### src/include/vga_text_defines.svh
`ifndef VGA_TEXT_DEFINES_SVH
`define VGA_TEXT_DEFINES_SVH

////////////////////////////////////////////////////////////
// Horizontal timing in dot clocks
////////////////////////////////////////////////////////////
`define H_VISIBLE        10'd640   // Visible dots per line
`define H_SYNC_START     10'd656   // First hsync clock
`define H_SYNC_LEN       10'd96
`define H_TOTAL          10'd800

////////////////////////////////////////////////////////////
// Vertical timing in lines
////////////////////////////////////////////////////////////
`define V_VISIBLE        10'd480
`define V_TEXT_LINES     10'd400   // Lines below this carry text
`define V_SYNC_START     10'd490
`define V_SYNC_LEN       10'd2
`define V_TOTAL          10'd525

// Text geometry and VRAM layout
`define TEXT_COLS        7'd80
`define TEXT_ROWS        5'd25
`define ROW_STRIDE       15'd120   // 80 codes plus 40 attribute bytes
`define VRAM_BASE        15'h7300
`define SCANS_PER_ROW    10'd16    // 8 dot lines, each shown twice

// CRTC commands
`define CMD_CURSOR_LOAD  8'h81
`define CMD_CURSOR_OFF   8'h80
`define CURSOR_ROW_OFF   5'd31     // Never matches a text row

`endif

### src/logic/vga_text_pkg.sv
package vga_text_pkg;

   typedef logic [9:0]  hcnt_t;       // Dot clock within a line
   typedef logic [9:0]  vcnt_t;       // Line within a frame
   typedef logic [14:0] vram_adr_t;
   typedef logic [7:0]  byte_t;
   typedef logic [6:0]  col_t;        // Character column
   typedef logic [4:0]  row_t;        // Text row
   typedef logic [10:0] glyph_adr_t;  // Code then dot line

   // Position of the raster counters
   typedef struct packed {
      hcnt_t h;
      vcnt_t v;
   } scan_pos_t;

   // One CPU bus write
   typedef struct packed {
      logic  port_we;   // Mode port strobe
      logic  crtc_we;   // CRTC strobe
      logic  adr;       // 1 command, 0 parameter
      byte_t data;
   } cpu_wr_t;

   typedef struct packed {
      col_t col;
      row_t row;
   } cursor_t;

   // Row buffer write port
   typedef struct packed {
      logic  we;
      logic  bank;
      col_t  col;
      byte_t data;
   } buf_wr_t;

   typedef struct packed {
      logic [3:0] r;
      logic [3:0] g;
      logic [3:0] b;
   } rgb_t;

   typedef enum logic {IDLE, FETCH} fetch_state_t;

endpackage

### src/logic/crtc_regs.sv
`timescale 1ns/10ps
`include "vga_text_defines.svh"

module crtc_regs (
   input  logic                  I_CLK,
   input  logic                  I_RST,
   input  vga_text_pkg::cpu_wr_t cpu_wr,
   output logic                  width80,
   output vga_text_pkg::cursor_t cursor
);

   // Parameter sequence after a cursor load command
   typedef enum logic [1:0] {SEQ_IDLE, SEQ_COL, SEQ_ROW} seq_t;

   vga_text_pkg::cpu_wr_t wr_q;   // Retimed CPU write
   seq_t                  seq;

   ////////////////////////////////////////////////////////////
   // Retiming
   ////////////////////////////////////////////////////////////
   always_ff @(posedge I_CLK or posedge I_RST) begin
      if (I_RST) begin
         wr_q <= '0;
      end
      else begin
         wr_q <= cpu_wr;
      end
   end

   ////////////////////////////////////////////////////////////
   // Mode port and cursor registers
   ////////////////////////////////////////////////////////////
   always_ff @(posedge I_CLK or posedge I_RST) begin
      if (I_RST) begin
         seq        <= SEQ_IDLE;
         width80    <= 1'b1;                // 80 columns out of reset
         cursor.col <= '0;
         cursor.row <= `CURSOR_ROW_OFF;
      end
      else begin
         if (wr_q.port_we) width80 <= wr_q.data[0];
         if (wr_q.crtc_we) begin
            if (wr_q.adr) begin                          // Command write
               if (wr_q.data == `CMD_CURSOR_LOAD) seq <= SEQ_COL;
               else                               seq <= SEQ_IDLE;   // Aborts pending params
               if (wr_q.data == `CMD_CURSOR_OFF) cursor.row <= `CURSOR_ROW_OFF;
            end
            else begin                                   // Parameter write
               case (seq)
                  SEQ_COL: begin
                     cursor.col <= wr_q.data[6:0];
                     seq        <= SEQ_ROW;
                  end
                  SEQ_ROW: begin
                     cursor.row <= wr_q.data[4:0];
                     seq        <= SEQ_IDLE;
                  end
                  default: seq <= SEQ_IDLE;             // Stray parameter ignored
               endcase
            end
         end
      end
   end

endmodule

### src/logic/row_buffer.sv
`timescale 1ns/10ps
`include "vga_text_defines.svh"

module row_buffer (
   input  logic                  I_CLK,
   input  vga_text_pkg::buf_wr_t wr,
   input  logic                  rd_bank,
   input  vga_text_pkg::col_t    rd_col,
   output vga_text_pkg::byte_t   rd_data
);

   vga_text_pkg::byte_t mem [0:2*`TEXT_COLS-1];   // Two banks of 80 codes

   // Bank 1 sits right above bank 0
   function automatic logic [7:0] slot(input logic bank, input vga_text_pkg::col_t col);
      return bank ? 8'(col) + 8'(`TEXT_COLS) : 8'(col);
   endfunction

   always_ff @(posedge I_CLK) begin
      if (wr.we) mem[slot(wr.bank, wr.col)] <= wr.data;
      rd_data <= mem[slot(rd_bank, rd_col)];   // Registered read
   end

endmodule

### src/logic/row_fetch.sv
`timescale 1ns/10ps
`include "vga_text_defines.svh"

module row_fetch (
   input  logic                    I_CLK,
   input  logic                    I_RST,
   input  vga_text_pkg::scan_pos_t pos,
   output logic                    vram_req,
   input  logic                    vram_ack,
   output vga_text_pkg::vram_adr_t vram_adr,
   input  vga_text_pkg::byte_t     vram_data,
   output vga_text_pkg::buf_wr_t   buf_wr
);

   // Last line that triggers a row fetch within the text area
   localparam vga_text_pkg::vcnt_t LAST_TRIG_LINE = `SCANS_PER_ROW * (`TEXT_ROWS - 5'd2);

   vga_text_pkg::fetch_state_t state;
   vga_text_pkg::col_t         col;        // Column of the next grant
   logic                       bank;       // Bank being filled
   logic                       trig_top;   // Row 0 of the next frame
   logic                       trig_row;   // Row r+1 while row r shows
   vga_text_pkg::row_t         next_row;
   vga_text_pkg::vram_adr_t    row_base;
   logic                       grant;
   logic                       gnt_q;      // Grant retimed
   vga_text_pkg::col_t         gnt_col;
   logic                       gnt_bank;
   logic                       wr_en;      // Aligned with wr_data
   vga_text_pkg::col_t         wr_col;
   logic                       wr_bank;
   vga_text_pkg::byte_t        wr_data;

   assign trig_top = (pos.h == '0) && (pos.v == `V_VISIBLE);
   assign trig_row = (pos.h == '0) && (pos.v <= LAST_TRIG_LINE)
                     && ((pos.v % `SCANS_PER_ROW) == '0);
   assign next_row = trig_top ? '0
                              : vga_text_pkg::row_t'(pos.v / `SCANS_PER_ROW) + 5'd1;
   assign row_base = `VRAM_BASE + `ROW_STRIDE * vga_text_pkg::vram_adr_t'(next_row);

   assign vram_req = (state == vga_text_pkg::FETCH);
   assign grant    = vram_req & vram_ack;   // Owner took this address

   ////////////////////////////////////////////////////////////
   // Bus request FSM
   ////////////////////////////////////////////////////////////
   always_ff @(posedge I_CLK or posedge I_RST) begin
      if (I_RST) begin
         state    <= vga_text_pkg::IDLE;
         vram_adr <= '0;
         col      <= '0;
         bank     <= 1'b0;
      end
      else begin
         case (state)
            vga_text_pkg::IDLE: begin
               if (trig_top || trig_row) begin
                  state    <= vga_text_pkg::FETCH;
                  vram_adr <= row_base;
                  col      <= '0;
                  bank     <= next_row[0];   // Even rows bank 0
               end
            end
            vga_text_pkg::FETCH: begin
               if (vram_ack) begin
                  vram_adr <= vram_adr + 15'd1;
                  col      <= col + 7'd1;
                  if (col == `TEXT_COLS - 7'd1) state <= vga_text_pkg::IDLE;  // 80th grant
               end
            end
         endcase
      end
   end

   ////////////////////////////////////////////////////////////
   // Buffer write alignment
   ////////////////////////////////////////////////////////////
   always_ff @(posedge I_CLK or posedge I_RST) begin
      if (I_RST) begin
         gnt_q <= 1'b0;
         wr_en <= 1'b0;
      end
      else begin
         gnt_q <= grant;
         wr_en <= gnt_q;   // Data arrives one clock after grant
      end
   end

   always_ff @(posedge I_CLK) begin
      gnt_col  <= col;
      gnt_bank <= bank;
      wr_col   <= gnt_col;
      wr_bank  <= gnt_bank;
      wr_data  <= vram_data;   // Retimed bus data
   end

   assign buf_wr = '{we: wr_en, bank: wr_bank, col: wr_col, data: wr_data};

endmodule

### src/logic/sync_gen.sv
`timescale 1ns/10ps
`include "vga_text_defines.svh"

module sync_gen (
   input  logic                    I_CLK,
   input  logic                    I_RST,
   output vga_text_pkg::scan_pos_t pos,
   output logic                    hsync_raw,
   output logic                    vsync_raw
);

   vga_text_pkg::hcnt_t hcnt;
   vga_text_pkg::vcnt_t vcnt;
   logic                h_last;   // Last clock of the line
   logic                v_last;   // Last line of the frame

   assign h_last = (hcnt == `H_TOTAL - 10'd1);
   assign v_last = (vcnt == `V_TOTAL - 10'd1);

   ////////////////////////////////////////////////////////////
   // 800 x 525 raster counters
   ////////////////////////////////////////////////////////////
   always_ff @(posedge I_CLK or posedge I_RST) begin
      if (I_RST) begin
         hcnt <= '0;
         vcnt <= '0;
      end
      else if (h_last) begin
         hcnt <= '0;
         vcnt <= v_last ? '0 : vcnt + 10'd1;   // Line steps on h wrap
      end
      else begin
         hcnt <= hcnt + 10'd1;
      end
   end

   // Syncs lag the counters by one clock
   always_ff @(posedge I_CLK or posedge I_RST) begin
      if (I_RST) begin
         hsync_raw <= 1'b1;
         vsync_raw <= 1'b1;
      end
      else begin
         hsync_raw <= !(hcnt >= `H_SYNC_START && hcnt < `H_SYNC_START + `H_SYNC_LEN);
         vsync_raw <= !(vcnt >= `V_SYNC_START && vcnt < `V_SYNC_START + `V_SYNC_LEN);
      end
   end

   assign pos = '{h: hcnt, v: vcnt};

endmodule

### src/logic/text_pixel.sv
`timescale 1ns/10ps
`include "vga_text_defines.svh"

module text_pixel (
   input  logic                     I_CLK,
   input  logic                     I_RST,
   input  vga_text_pkg::scan_pos_t  pos,
   input  logic                     hsync_raw,
   input  logic                     vsync_raw,
   input  logic                     width80,
   input  vga_text_pkg::cursor_t    cursor,
   output logic                     rd_bank,
   output vga_text_pkg::col_t       rd_col,
   input  vga_text_pkg::byte_t      rd_data,
   output vga_text_pkg::glyph_adr_t glyph_adr,
   input  vga_text_pkg::byte_t      glyph_data,
   output vga_text_pkg::rgb_t       rgb,
   output logic                     hsync,
   output logic                     vsync
);

   // Clocks from scan position to shift register output
   localparam int PIPE = 3;

   vga_text_pkg::col_t  byte_idx;
   vga_text_pkg::row_t  row;
   logic                h_act;        // Inside 640 visible dots
   logic                in_text;      // Inside the text window
   logic                cur_hit;
   logic [2:0]          dline_q;      // Dot line beside rd_data
   logic [3:0]          hlo_q1;
   logic [3:0]          hlo_q2;       // Dot in cell beside glyph_data
   logic                cell_start;
   vga_text_pkg::byte_t shreg;        // Dots of the current cell
   logic [PIPE-1:0]     win_q;
   logic [PIPE-1:0]     cur_q;
   logic [PIPE-1:0]     hs_q;         // Raw syncs are one clock late already
   logic [PIPE-1:0]     vs_q;
   logic                lit;

   ////////////////////////////////////////////////////////////
   // Cell address from the scan position
   ////////////////////////////////////////////////////////////
   assign h_act    = (pos.h < `H_VISIBLE);
   assign in_text  = h_act && (pos.v < `V_TEXT_LINES);
   assign row      = vga_text_pkg::row_t'(pos.v / `SCANS_PER_ROW);
   assign byte_idx = !h_act  ? '0 :
                     width80 ? pos.h[9:3] :        // 8 dots per code
                               {pos.h[9:4], 1'b0};  // Even codes, 16 dots each
   assign cur_hit  = (byte_idx == cursor.col) && (row == cursor.row);

   assign rd_bank   = row[0];
   assign rd_col    = byte_idx;
   assign glyph_adr = {rd_data, dline_q};

   always_ff @(posedge I_CLK) begin
      dline_q <= pos.v[3:1];    // Each dot line on two scanlines
      hlo_q1  <= pos.h[3:0];
      hlo_q2  <= hlo_q1;
   end

   ////////////////////////////////////////////////////////////
   // Dot shifter
   ////////////////////////////////////////////////////////////
   assign cell_start = width80 ? (hlo_q2[2:0] == 3'd0) : (hlo_q2 == 4'd0);

   always_ff @(posedge I_CLK) begin
      if (cell_start)
         shreg <= glyph_data;
      else if (width80 || !hlo_q2[0])      // Every second dot in 40 columns
         shreg <= {shreg[6:0], 1'b0};
   end

   // Window, cursor and sync delay lines
   always_ff @(posedge I_CLK or posedge I_RST) begin
      if (I_RST) begin
         win_q <= '0;
         cur_q <= '0;
         hs_q  <= '1;
         vs_q  <= '1;
      end
      else begin
         win_q <= {win_q[PIPE-2:0], in_text};
         cur_q <= {cur_q[PIPE-2:0], cur_hit};
         hs_q  <= {hs_q[PIPE-2:0], hsync_raw};
         vs_q  <= {vs_q[PIPE-2:0], vsync_raw};
      end
   end

   ////////////////////////////////////////////////////////////
   // Output register
   ////////////////////////////////////////////////////////////
   assign lit = win_q[PIPE-1] & (shreg[7] ^ cur_q[PIPE-1]);   // Cursor inverts the cell

   always_ff @(posedge I_CLK or posedge I_RST) begin
      if (I_RST) begin
         rgb <= '0;
      end
      else begin
         rgb <= lit ? '{r: 4'hF, g: 4'hF, b: 4'hF} : '0;   // Monochrome white
      end
   end

   assign hsync = hs_q[PIPE-1];
   assign vsync = vs_q[PIPE-1];

endmodule

### src/logic/vga_text_top.sv
`timescale 1ns/10ps

module vga_text_top (
   input  logic                     I_CLK,
   input  logic                     I_RST,
   input  vga_text_pkg::cpu_wr_t    cpu_wr,
   output logic                     vram_req,
   input  logic                     vram_ack,
   output vga_text_pkg::vram_adr_t  vram_adr,
   input  vga_text_pkg::byte_t      vram_data,
   output vga_text_pkg::glyph_adr_t glyph_adr,
   input  vga_text_pkg::byte_t      glyph_data,
   output vga_text_pkg::rgb_t       rgb,
   output logic                     hsync,
   output logic                     vsync
);

   vga_text_pkg::scan_pos_t pos;
   logic                    hsync_raw;
   logic                    vsync_raw;
   logic                    width80;
   vga_text_pkg::cursor_t   cursor;
   vga_text_pkg::buf_wr_t   buf_wr;
   logic                    rd_bank;
   vga_text_pkg::col_t      rd_col;
   vga_text_pkg::byte_t     rd_data;

   ////////////////////////////////////////////////////////////
   // CPU side and raster timing
   ////////////////////////////////////////////////////////////
   crtc_regs u_crtc_regs (
      .I_CLK   (I_CLK),
      .I_RST   (I_RST),
      .cpu_wr  (cpu_wr),
      .width80 (width80),
      .cursor  (cursor)
   );

   sync_gen u_sync_gen (
      .I_CLK     (I_CLK),
      .I_RST     (I_RST),
      .pos       (pos),
      .hsync_raw (hsync_raw),
      .vsync_raw (vsync_raw)
   );

   ////////////////////////////////////////////////////////////
   // VRAM fetch into the row buffer
   ////////////////////////////////////////////////////////////
   row_fetch u_row_fetch (
      .I_CLK     (I_CLK),
      .I_RST     (I_RST),
      .pos       (pos),
      .vram_req  (vram_req),
      .vram_ack  (vram_ack),
      .vram_adr  (vram_adr),
      .vram_data (vram_data),
      .buf_wr    (buf_wr)
   );

   row_buffer u_row_buffer (
      .I_CLK   (I_CLK),
      .wr      (buf_wr),
      .rd_bank (rd_bank),
      .rd_col  (rd_col),
      .rd_data (rd_data)
   );

   // Pixel pipeline with matched syncs
   text_pixel u_text_pixel (
      .I_CLK      (I_CLK),
      .I_RST      (I_RST),
      .pos        (pos),
      .hsync_raw  (hsync_raw),
      .vsync_raw  (vsync_raw),
      .width80    (width80),
      .cursor     (cursor),
      .rd_bank    (rd_bank),
      .rd_col     (rd_col),
      .rd_data    (rd_data),
      .glyph_adr  (glyph_adr),
      .glyph_data (glyph_data),
      .rgb        (rgb),
      .hsync      (hsync),
      .vsync      (vsync)
   );

endmodule

### config.mk
export PLATFORM = sky130hd
export DESIGN_NAME = vga_text_top
export DESIGN_NICKNAME = d
export VERILOG_FILES = /design/src/logic/vga_text_pkg.sv /design/src/logic/crtc_regs.sv /design/src/logic/row_buffer.sv /design/src/logic/row_fetch.sv /design/src/logic/sync_gen.sv /design/src/logic/text_pixel.sv /design/src/logic/vga_text_top.sv
export VERILOG_INCLUDE_DIRS = /design/src /design/src/include
export SDC_FILE = /design/constraint.sdc
export NUM_CORES = 2
export LEC_CHECK = 0
export ABC_CLOCK_PERIOD_IN_PS = 9300
export BUFFER_PORTS_ARGS = -buffer_cell sky130_fd_sc_hd__buf_2
export CAP_MARGIN = 25
export CORE_AREA = 5 5 317 319
export DETAILED_ROUTE_END_ITERATION = 12
export DIE_AREA = 0 0 322 324
export PLACE_DENSITY = 0.82
export SYNTH_ARGS = -nofsm -noshare
export SYNTH_HDL_FRONTEND = slang
export SYNTH_SLANG_ARGS = --single-unit
### constraint.sdc
create_clock -name I_CLK -period 9.3 [get_ports I_CLK]
set_input_delay 0.465 -clock I_CLK [delete_from_list [all_inputs] [get_ports I_CLK]]
set_output_delay 0.465 -clock I_CLK [all_outputs]
set_load 0.03 [all_outputs]
# Word-level counts from Yosys, hierarchy flattened
# Memories as Yosys holds them, arrays and structs flattened. A register that Yosys moved wholly into a read port is not among the register bits.
# Cells that the tools add are included.
dict set report op_classes {
  add_sub_neg 8
  n_eq_ne 13
  n_mux 29
  magnitude_cmp 7
  multipliers 1
  n_reduce_logical 22
  n_bitwise 5
}
# cell n
set ops {}
lappend ops {{8-bit two-way mux} 4}
lappend ops {{15-bit two-way mux} 2}
lappend ops {{15-bit case mux with 2 select lines} 1}
lappend ops {{7-bit two-way mux} 3}
lappend ops {{10-bit by 1-bit adder with 10-bit output (second input constant)} 2}
lappend ops {{10-bit equality test (second input constant)} 2}
lappend ops {{10-bit zero test} 2}
lappend ops {{10-bit less-than comparator (second input constant)} 2}
lappend ops {{10-bit by 9-bit less-than comparator with 1-bit output (second input constant)} 2}
lappend ops {{10-bit two-way mux} 2}
lappend ops {{5-bit two-way mux} 4}
lappend ops {{7-bit by 7-bit adder with 8-bit output (second input constant)} 2}
lappend ops {{8-bit equality test (second input constant)} 2}
lappend ops {{15-bit by 1-bit adder with 15-bit output (second input constant)} 1}
lappend ops {{13-bit by 13-bit adder with 14-bit output (first input constant)} 1}
lappend ops {{7-bit case mux with 2 select lines} 1}
lappend ops {{12-bit two-way mux} 1}
lappend ops {{10-bit by 9-bit equality test with 1-bit output (second input constant)} 1}
lappend ops {{10-bit >= comparator (second input constant)} 1}
lappend ops {{10-bit by 9-bit >= comparator with 1-bit output (second input constant)} 1}
lappend ops {{10-bit by 9-bit less-or-equal comparator with 1-bit output (second input constant)} 1}
lappend ops {{4-bit by 5-bit multiplier with 9-bit output (first input constant)} 1}
lappend ops {{1-bit two-way mux} 8}
lappend ops {{7-bit by 1-bit adder with 7-bit output (second input constant)} 1}
lappend ops {{other kinds (21)} 37}
dict set report word_totals {
  ff_bits 141
  mem_bits_rw 1280
  mem_count 1
  input_bits 30
  output_inout_bits 41
  elab_cells 120
}
# name depth word_bits rd rd_ports_with_merged_regs write_ports line_no
set memory_table {}
lappend memory_table {u_row_buffer.mem 160 8 1 1 1 row_buffer.sv:12} ;# vga_text_pkg::byte_t mem [0:2*`TEXT_COLS-1];

# Logic depth before layout (Yosys ltp)
dict set report logic_depth {
  word_depth 7
  mapped_depth 21
  depth_no_buf 21
}

# By module
# A second synthesis with hierarchy kept.
dict set report hier_totals {
  cells_unflattened 2941
  area_unflattened_um2 56127.6
}
# module instances area_each_um2 cells_per_inst seq_area_each_um2
set modules_own_cells {}
lappend modules_own_cells {row_buffer 1 50083.0 2391 38597.0}
lappend modules_own_cells {row_fetch 1 2566.2 263 1131.1}
lappend modules_own_cells {text_pixel 1 1361.3 110 793.3}
lappend modules_own_cells {sync_gen 1 1159.9 112 553.0}
lappend modules_own_cells {crtc_regs 1 957.2 65 658.1}

# Worst setup path before layout
# No wires, ideal clock.
dict set report synth_path {
  path_type {reg-to-reg}
  start {register u_sync_gen.hcnt[9]}
  end {register u_row_fetch.vram_adr[10]}
  setup_slack_ns 5.305
  n_path_buf 1
  t_arrival_ns 3.869
  path_stages_with_launch 20
  required_time_ns 9.174
  setup_ns 0.126
  cell_sequence {dfrtp_1 clkbuf_1 nor4b_1 nand4_1 nor2_1 or2_2 inv_1 ha_1 inv_1 fa_1 inv_1 ha_1 nor2b_1 o21ai_0 a21oi_1 nand2b_1 ha_1 xor2_1 o21ai_0 a21oi_1}
}
dict set report synth_between {
  elab_chain_len 7
  word_cells_on_any_way 12
  cone_classes {1 x add/sub; 1 x mul; 1 x eq/ne; 3 x mux; 6 x reduce/logical}
}
# item line_no
set synth_lines {}
lappend synth_lines {{start, declared} sync_gen.sv:12} ;# vga_text_pkg::hcnt_t hcnt;
lappend synth_lines {{start signal, assigned} sync_gen.sv:33} ;# hcnt <= hcnt + 10'd1;
lappend synth_lines {{10-bit zero test *} {row_fetch.sv:34, row_fetch.sv:35}}
lappend synth_lines {{1-bit logical AND} row_fetch.sv:34} ;# assign trig_top = (pos.h == '0) && (pos.v == `V_VISIBLE);
lappend synth_lines {{5-bit two-way mux} row_fetch.sv:37} ;# assign next_row = trig_top ? '0
lappend synth_lines {{4-bit by 5-bit multiplier with 9-bit output (no source line)} --}
lappend synth_lines {{13-bit by 13-bit adder with 14-bit output (no source line)} --}
lappend synth_lines {{15-bit two-way mux} row_fetch.sv:57} ;# if (trig_top || trig_row) begin
lappend synth_lines {{15-bit case mux with 2 select lines} row_fetch.sv:55} ;# case (state)
lappend synth_lines {{end signal, assigned} row_fetch.sv:59} ;# vram_adr <= row_base;
lappend synth_lines {{end signal, assigned} row_fetch.sv:66} ;# vram_adr <= vram_adr + 15'd1;
lappend synth_lines {{end, declared} row_fetch.sv:10} ;# output vga_text_pkg::vram_adr_t vram_adr,
# Mark *: on every way between the ends. The rest lies on a longest branch, timed or not. The select of a mux whose other input is x is not followed.
# A chain may end at the register's enable or synchronous reset.

# Final worst setup path
dict set report layout_path {
  start {register u_sync_gen.hcnt[5]}
  end {register u_row_buffer.rd_data[5] (read register of u_row_buffer.mem)}
}
dict set report layout_between {
  elab_chain_len 4
}
# item line_no
set layout_lines {}
lappend layout_lines {{10-bit less-than comparator (no source line)} --}
lappend layout_lines {{7-bit two-way mux *} text_pixel.sv:47} ;# assign byte_idx = !h_act ? '0 :
lappend layout_lines {{7-bit by 7-bit adder with 8-bit output} row_buffer.sv:16} ;# return bank ? 8'(col) + 8'(`TEXT_COLS) : 8'(col);
lappend layout_lines {{8-bit two-way mux *} row_buffer.sv:16}
lappend layout_lines {{end, declared} row_buffer.sv:9} ;# output vga_text_pkg::byte_t rd_data
# Mark *: on every way between the ends. The rest lies on a longest branch, timed or not.

==> results by group <==
Outcome
  – Status: finished, final reports clean

Synthesis
  – Seq cells post-synth: 1418
  – Synth warn: 0
  – EDFF count, synth: 1288
  – Synthesized area: 57900 um2
  – Syn_area_per_cell: 14.3 um2
  – Synthesized instance count: 4063
  – Syn nets: 4123
  – Distinct cells, synth: 87
  – Asr flop ratio synth: 6.14%
  – Synth Flop Type: edfxtp_1
  – Share of the yosys chip area belonging to registers: 72.0%

Layout
  – Final Net Count: 4119
  – Share of cells above drive strength 1: 10.8%
  – Area delta synth->final: 10.1%

Pwr
  – Switching part of the total: 21.3%
  – Sw Pwr: 2.80 mW
  – Comb pwr share: 3.4%
  – Pint: 10.4 mW
  – Peak VDD IR: 0.000227 V
  – P_leak: 21.1 nW
  – Pwr Density: 206 nW/um2
  – Clock Power Share: 42.2%
  – Sequential power share: 54.4%

Routing
  – DR vias/cell: 6.98
  – Via count: 38073
  – Routed wire per std cell: 29.0 um
  – Post-route ant nets: 0
  – Final WL: 158000 um
  – DR iter-0 viols: 6316
  – DRC errors left: 0
  – DRT Pass-1 Iters: 8

Global routing
  – Initial antenna violation count: 6
  – Global Route Usage Sum: 29.6%
  – Largest net degree at the start of global routing: 157
  – Vias in the first global route: 36038
  – Global-route wire length before repair: 233000 um
  – GR Overflow Total: 0

Setup path
  – CP endpoint kind: flop
  – Slowest CP cell: dfrtp_4
  – CP top delay family: buffers and inverters
  – Worst reg2reg setup slack: 4.22 ns
  – R2R Path Start: u_sync_gen.hcnt[5]
  – Critical setup path kind: flop to flop
  – Critical path required time: 9.89 ns
  – Startpoint types: flop
  – R2r endpoint: u_row_buffer.rd_data[5]
  – Worst reg2reg path depth: 9
  – Worst path buffer plus inverter count: 3
  – Critical Path Max Stage Delay: 0.80 ns
  – CP Data Arrival Time: 5.67 ns
  – Largest fanout on the critical path: 125
  – Crit-path cells: clkinv_2 > buf_4 > nor2_4 > buf_12 > a32oi_1 > a211oi_1 > nor4_1 > a31oi_1 > o211ai_1

Timing
  – Slew Limit Fails: 0
  – Final setup TNS: 0 ns
  – Slew @ Worst Pin: 1.19 ns
  – RSZ-0062 raised after global routing: no
  – Part of the cycle the worst path needs: 54.6%
  – Post-route minimum period: 5.08 ns
  – Final count of negative-setup-slack endpoints: 0
  – Worst Hold Margin: 0.0406 ns
  – Max Fclk: 197 MHz
  – Worst slew margin: 20.6%
  – Worst Skew: 0.0312 ns
  – Hold Vio Cnt, Final: 0

Clocking
  – Clock Tree Root: clkbuf_16
  – Clk buf depth: 3
  – Post-CTS sizing: 0
  – CTS tree: yes
  – Clk Latency, worst-skew pair: 0.75 ns
  – Htree depth: 4
  – Clock transition at path regs: 0.06 ns
  – Clk sinks: 1418
  – Total CTS buffers: 137

Floorplanning
  – Ports: 71
  – Die area: 104000 um2
  – Core box area: 97600 um2
  – Die H: 324 um
  – Die Span X: 322 um
  – Effective utilization at floorplan: 59.4%
  – Std-Cell Rows: 115

Place
  – Input/output buffers: 70
  – Routability congestion estimate: 0.894
  – Post-DP HPWL: 89500 um

Min path
  – Hold Crit Start: glyph_data[4]
  – Worst hold stages: 2
  – Hold Path Class: input port to flop
  – WHS Endpoint: u_text_pixel.shreg[4]

Run
  – Max_cap viols: 0
stage by stage:
step / cell area (um2) / worst slack (ns) / util, % / total power [mW] / std cells
CTS: 63700 / 4.11 / 65.3 / 13.1 / 5448
global placement: 59000 / 4.26 / 60.5 / 7.70 / 5180
detailed placement: 59100 / 4.14 / 60.5 / 7.71 / 5182
global route: 63800 / 4.24 / 65.4 / 13.5 / 5452
floorplan: 57900 / 5.30 / - / 7.51 / 4063
finish: 63800 / 4.22 / 65.4 / 13.2 / 5455
state kept, by name, indices dropped and copies added (netlist names), 8 cells and up:
| register | flops |
|---|---|
| u_text_pixel.shreg | 8 |
| u_row_fetch.wr_data | 8 |
| u_sync_gen.vcnt | 10 |
| u_row_buffer.rd_data | 8 |
| u_crtc_regs.wr_q | 11 |
| u_sync_gen.hcnt | 10 |
| u_row_fetch.vram_adr | 15 |
| u_crtc_regs.cursor | 12 |
| u_row_buffer.mem | 1280 |
cell families (layout without fill, tap and decap cells):
group | Yosys count | count (layout) | share of synthesized area (%)
and+or+nand+nor | 1080 | 1080 | 8.34
AOI/OAI and AO/OA | 877 | 877 | 10.4
other | 0 | 3 | 0
buffers and inverters | 343 | 445 | 2.88
adders and majority gates | 30 | 30 | 0.713
DFF | 1418 | 1418 | 72.0
muxes | 278 | 278 | 5.03
xor gates and xnor gates | 37 | 37 | 0.605
metal layers:
metal  global-route usage (%)  vias to the layer above  wire, um
li1                         -                    15701         -
met1                     39.7                    18414     54700
met2                     45.2                     3346     71800
met3                     7.44                      608     21200
met4                     16.1                        4     10100
met5                        0                        -        39
worst max path at each step:
stage	start	cells past startpoint	slack, ns	endpoint
floorplan	u_sync_gen.hcnt[9]	19	5.30	u_row_fetch.vram_adr[10]
global placement	u_crtc_regs.width80	10	4.26	u_row_buffer.rd_data[6]
detailed placement	u_crtc_regs.width80	10	4.14	u_row_buffer.rd_data[6]
CTS	u_crtc_regs.width80	10	4.11	u_row_buffer.rd_data[6]
global route	u_sync_gen.hcnt[5]	9	4.24	u_row_buffer.rd_data[5]
finish	u_sync_gen.hcnt[5]	9	4.22	u_row_buffer.rd_data[5]
area by class of cell:
cell class,instances,area (um2)
clock inverter,59,598
clock buffer,186,3850
tap,1287,1610
timing repair buffer,160,1180
fill,6460,33800
sequential,1418,41800
inverter,40,153
antenna,3,7.51
multi-input combinational,2302,14600
layout by cell type (no fill, tap or decap), types with 40 or more instances in the layout:
cell type / instances
edfxtp_1: 1288
nand2_1: 410
nor2_1: 290
mux2i_1: 217
a21oi_1: 163
o21ai_0: 151
clkbuf_16: 147
nand3_1: 123
o22ai_1: 79
buf_2: 70
dfrtp_1: 70
a31oi_1: 64
a211oi_1: 64
buf_4: 60
and3_1: 57
nor3_1: 57
mux2_2: 55
a2111oi_0: 40
synthesized netlist by cell type, types with 21 or more instances:
cell | count | area, um2
buf_4 | 53 | 398
nor3_1 | 58 | 290
and3_1 | 57 | 357
o211ai_1 | 21 | 158
o21ai_0 | 152 | 761
ha_1 | 25 | 313
buf_2 | 115 | 576
a2111oi_0 | 40 | 350
mux2_2 | 55 | 619
o22ai_1 | 79 | 494
a31oi_1 | 65 | 407
a32oi_1 | 27 | 236
a211oi_1 | 64 | 480
inv_1 | 39 | 146
dfrtp_1 | 73 | 1830
xnor2_1 | 21 | 184
dfxtp_1 | 43 | 861
a22oi_1 | 24 | 180
mux2i_1 | 217 | 2170
a221oi_1 | 23 | 201
edfxtp_1 | 1288 | 38700
nand3_1 | 126 | 631
nor2_1 | 292 | 1100
clkbuf_1 | 109 | 409
nand2_1 | 415 | 1560
a21oi_1 | 163 | 816
o2111ai_1 | 22 | 193
a311oi_1 | 26 | 228
buf_1 | 21 | 78.8
nand4_1 | 28 | 175
power by group through the flow:
stage | clock, mW | sequential [mW] | combinational (mW)
2_1_floorplan | 0 | 7.32 | 0.187
3_3_place_gp | 0 | 7.30 | 0.399
3_5_place_dp | 0 | 7.30 | 0.416
4_1_cts | 5.56 | 7.16 | 0.425
5_1_grt | 5.84 | 7.17 | 0.461
6_report | 5.56 | 7.16 | 0.445
repair_timing:
action,CTS,global route
hold buffers,21,0
buffers inserted,0,0
endpoints found under the hold margin,42,0
Power figures use the tool's default switching activity.
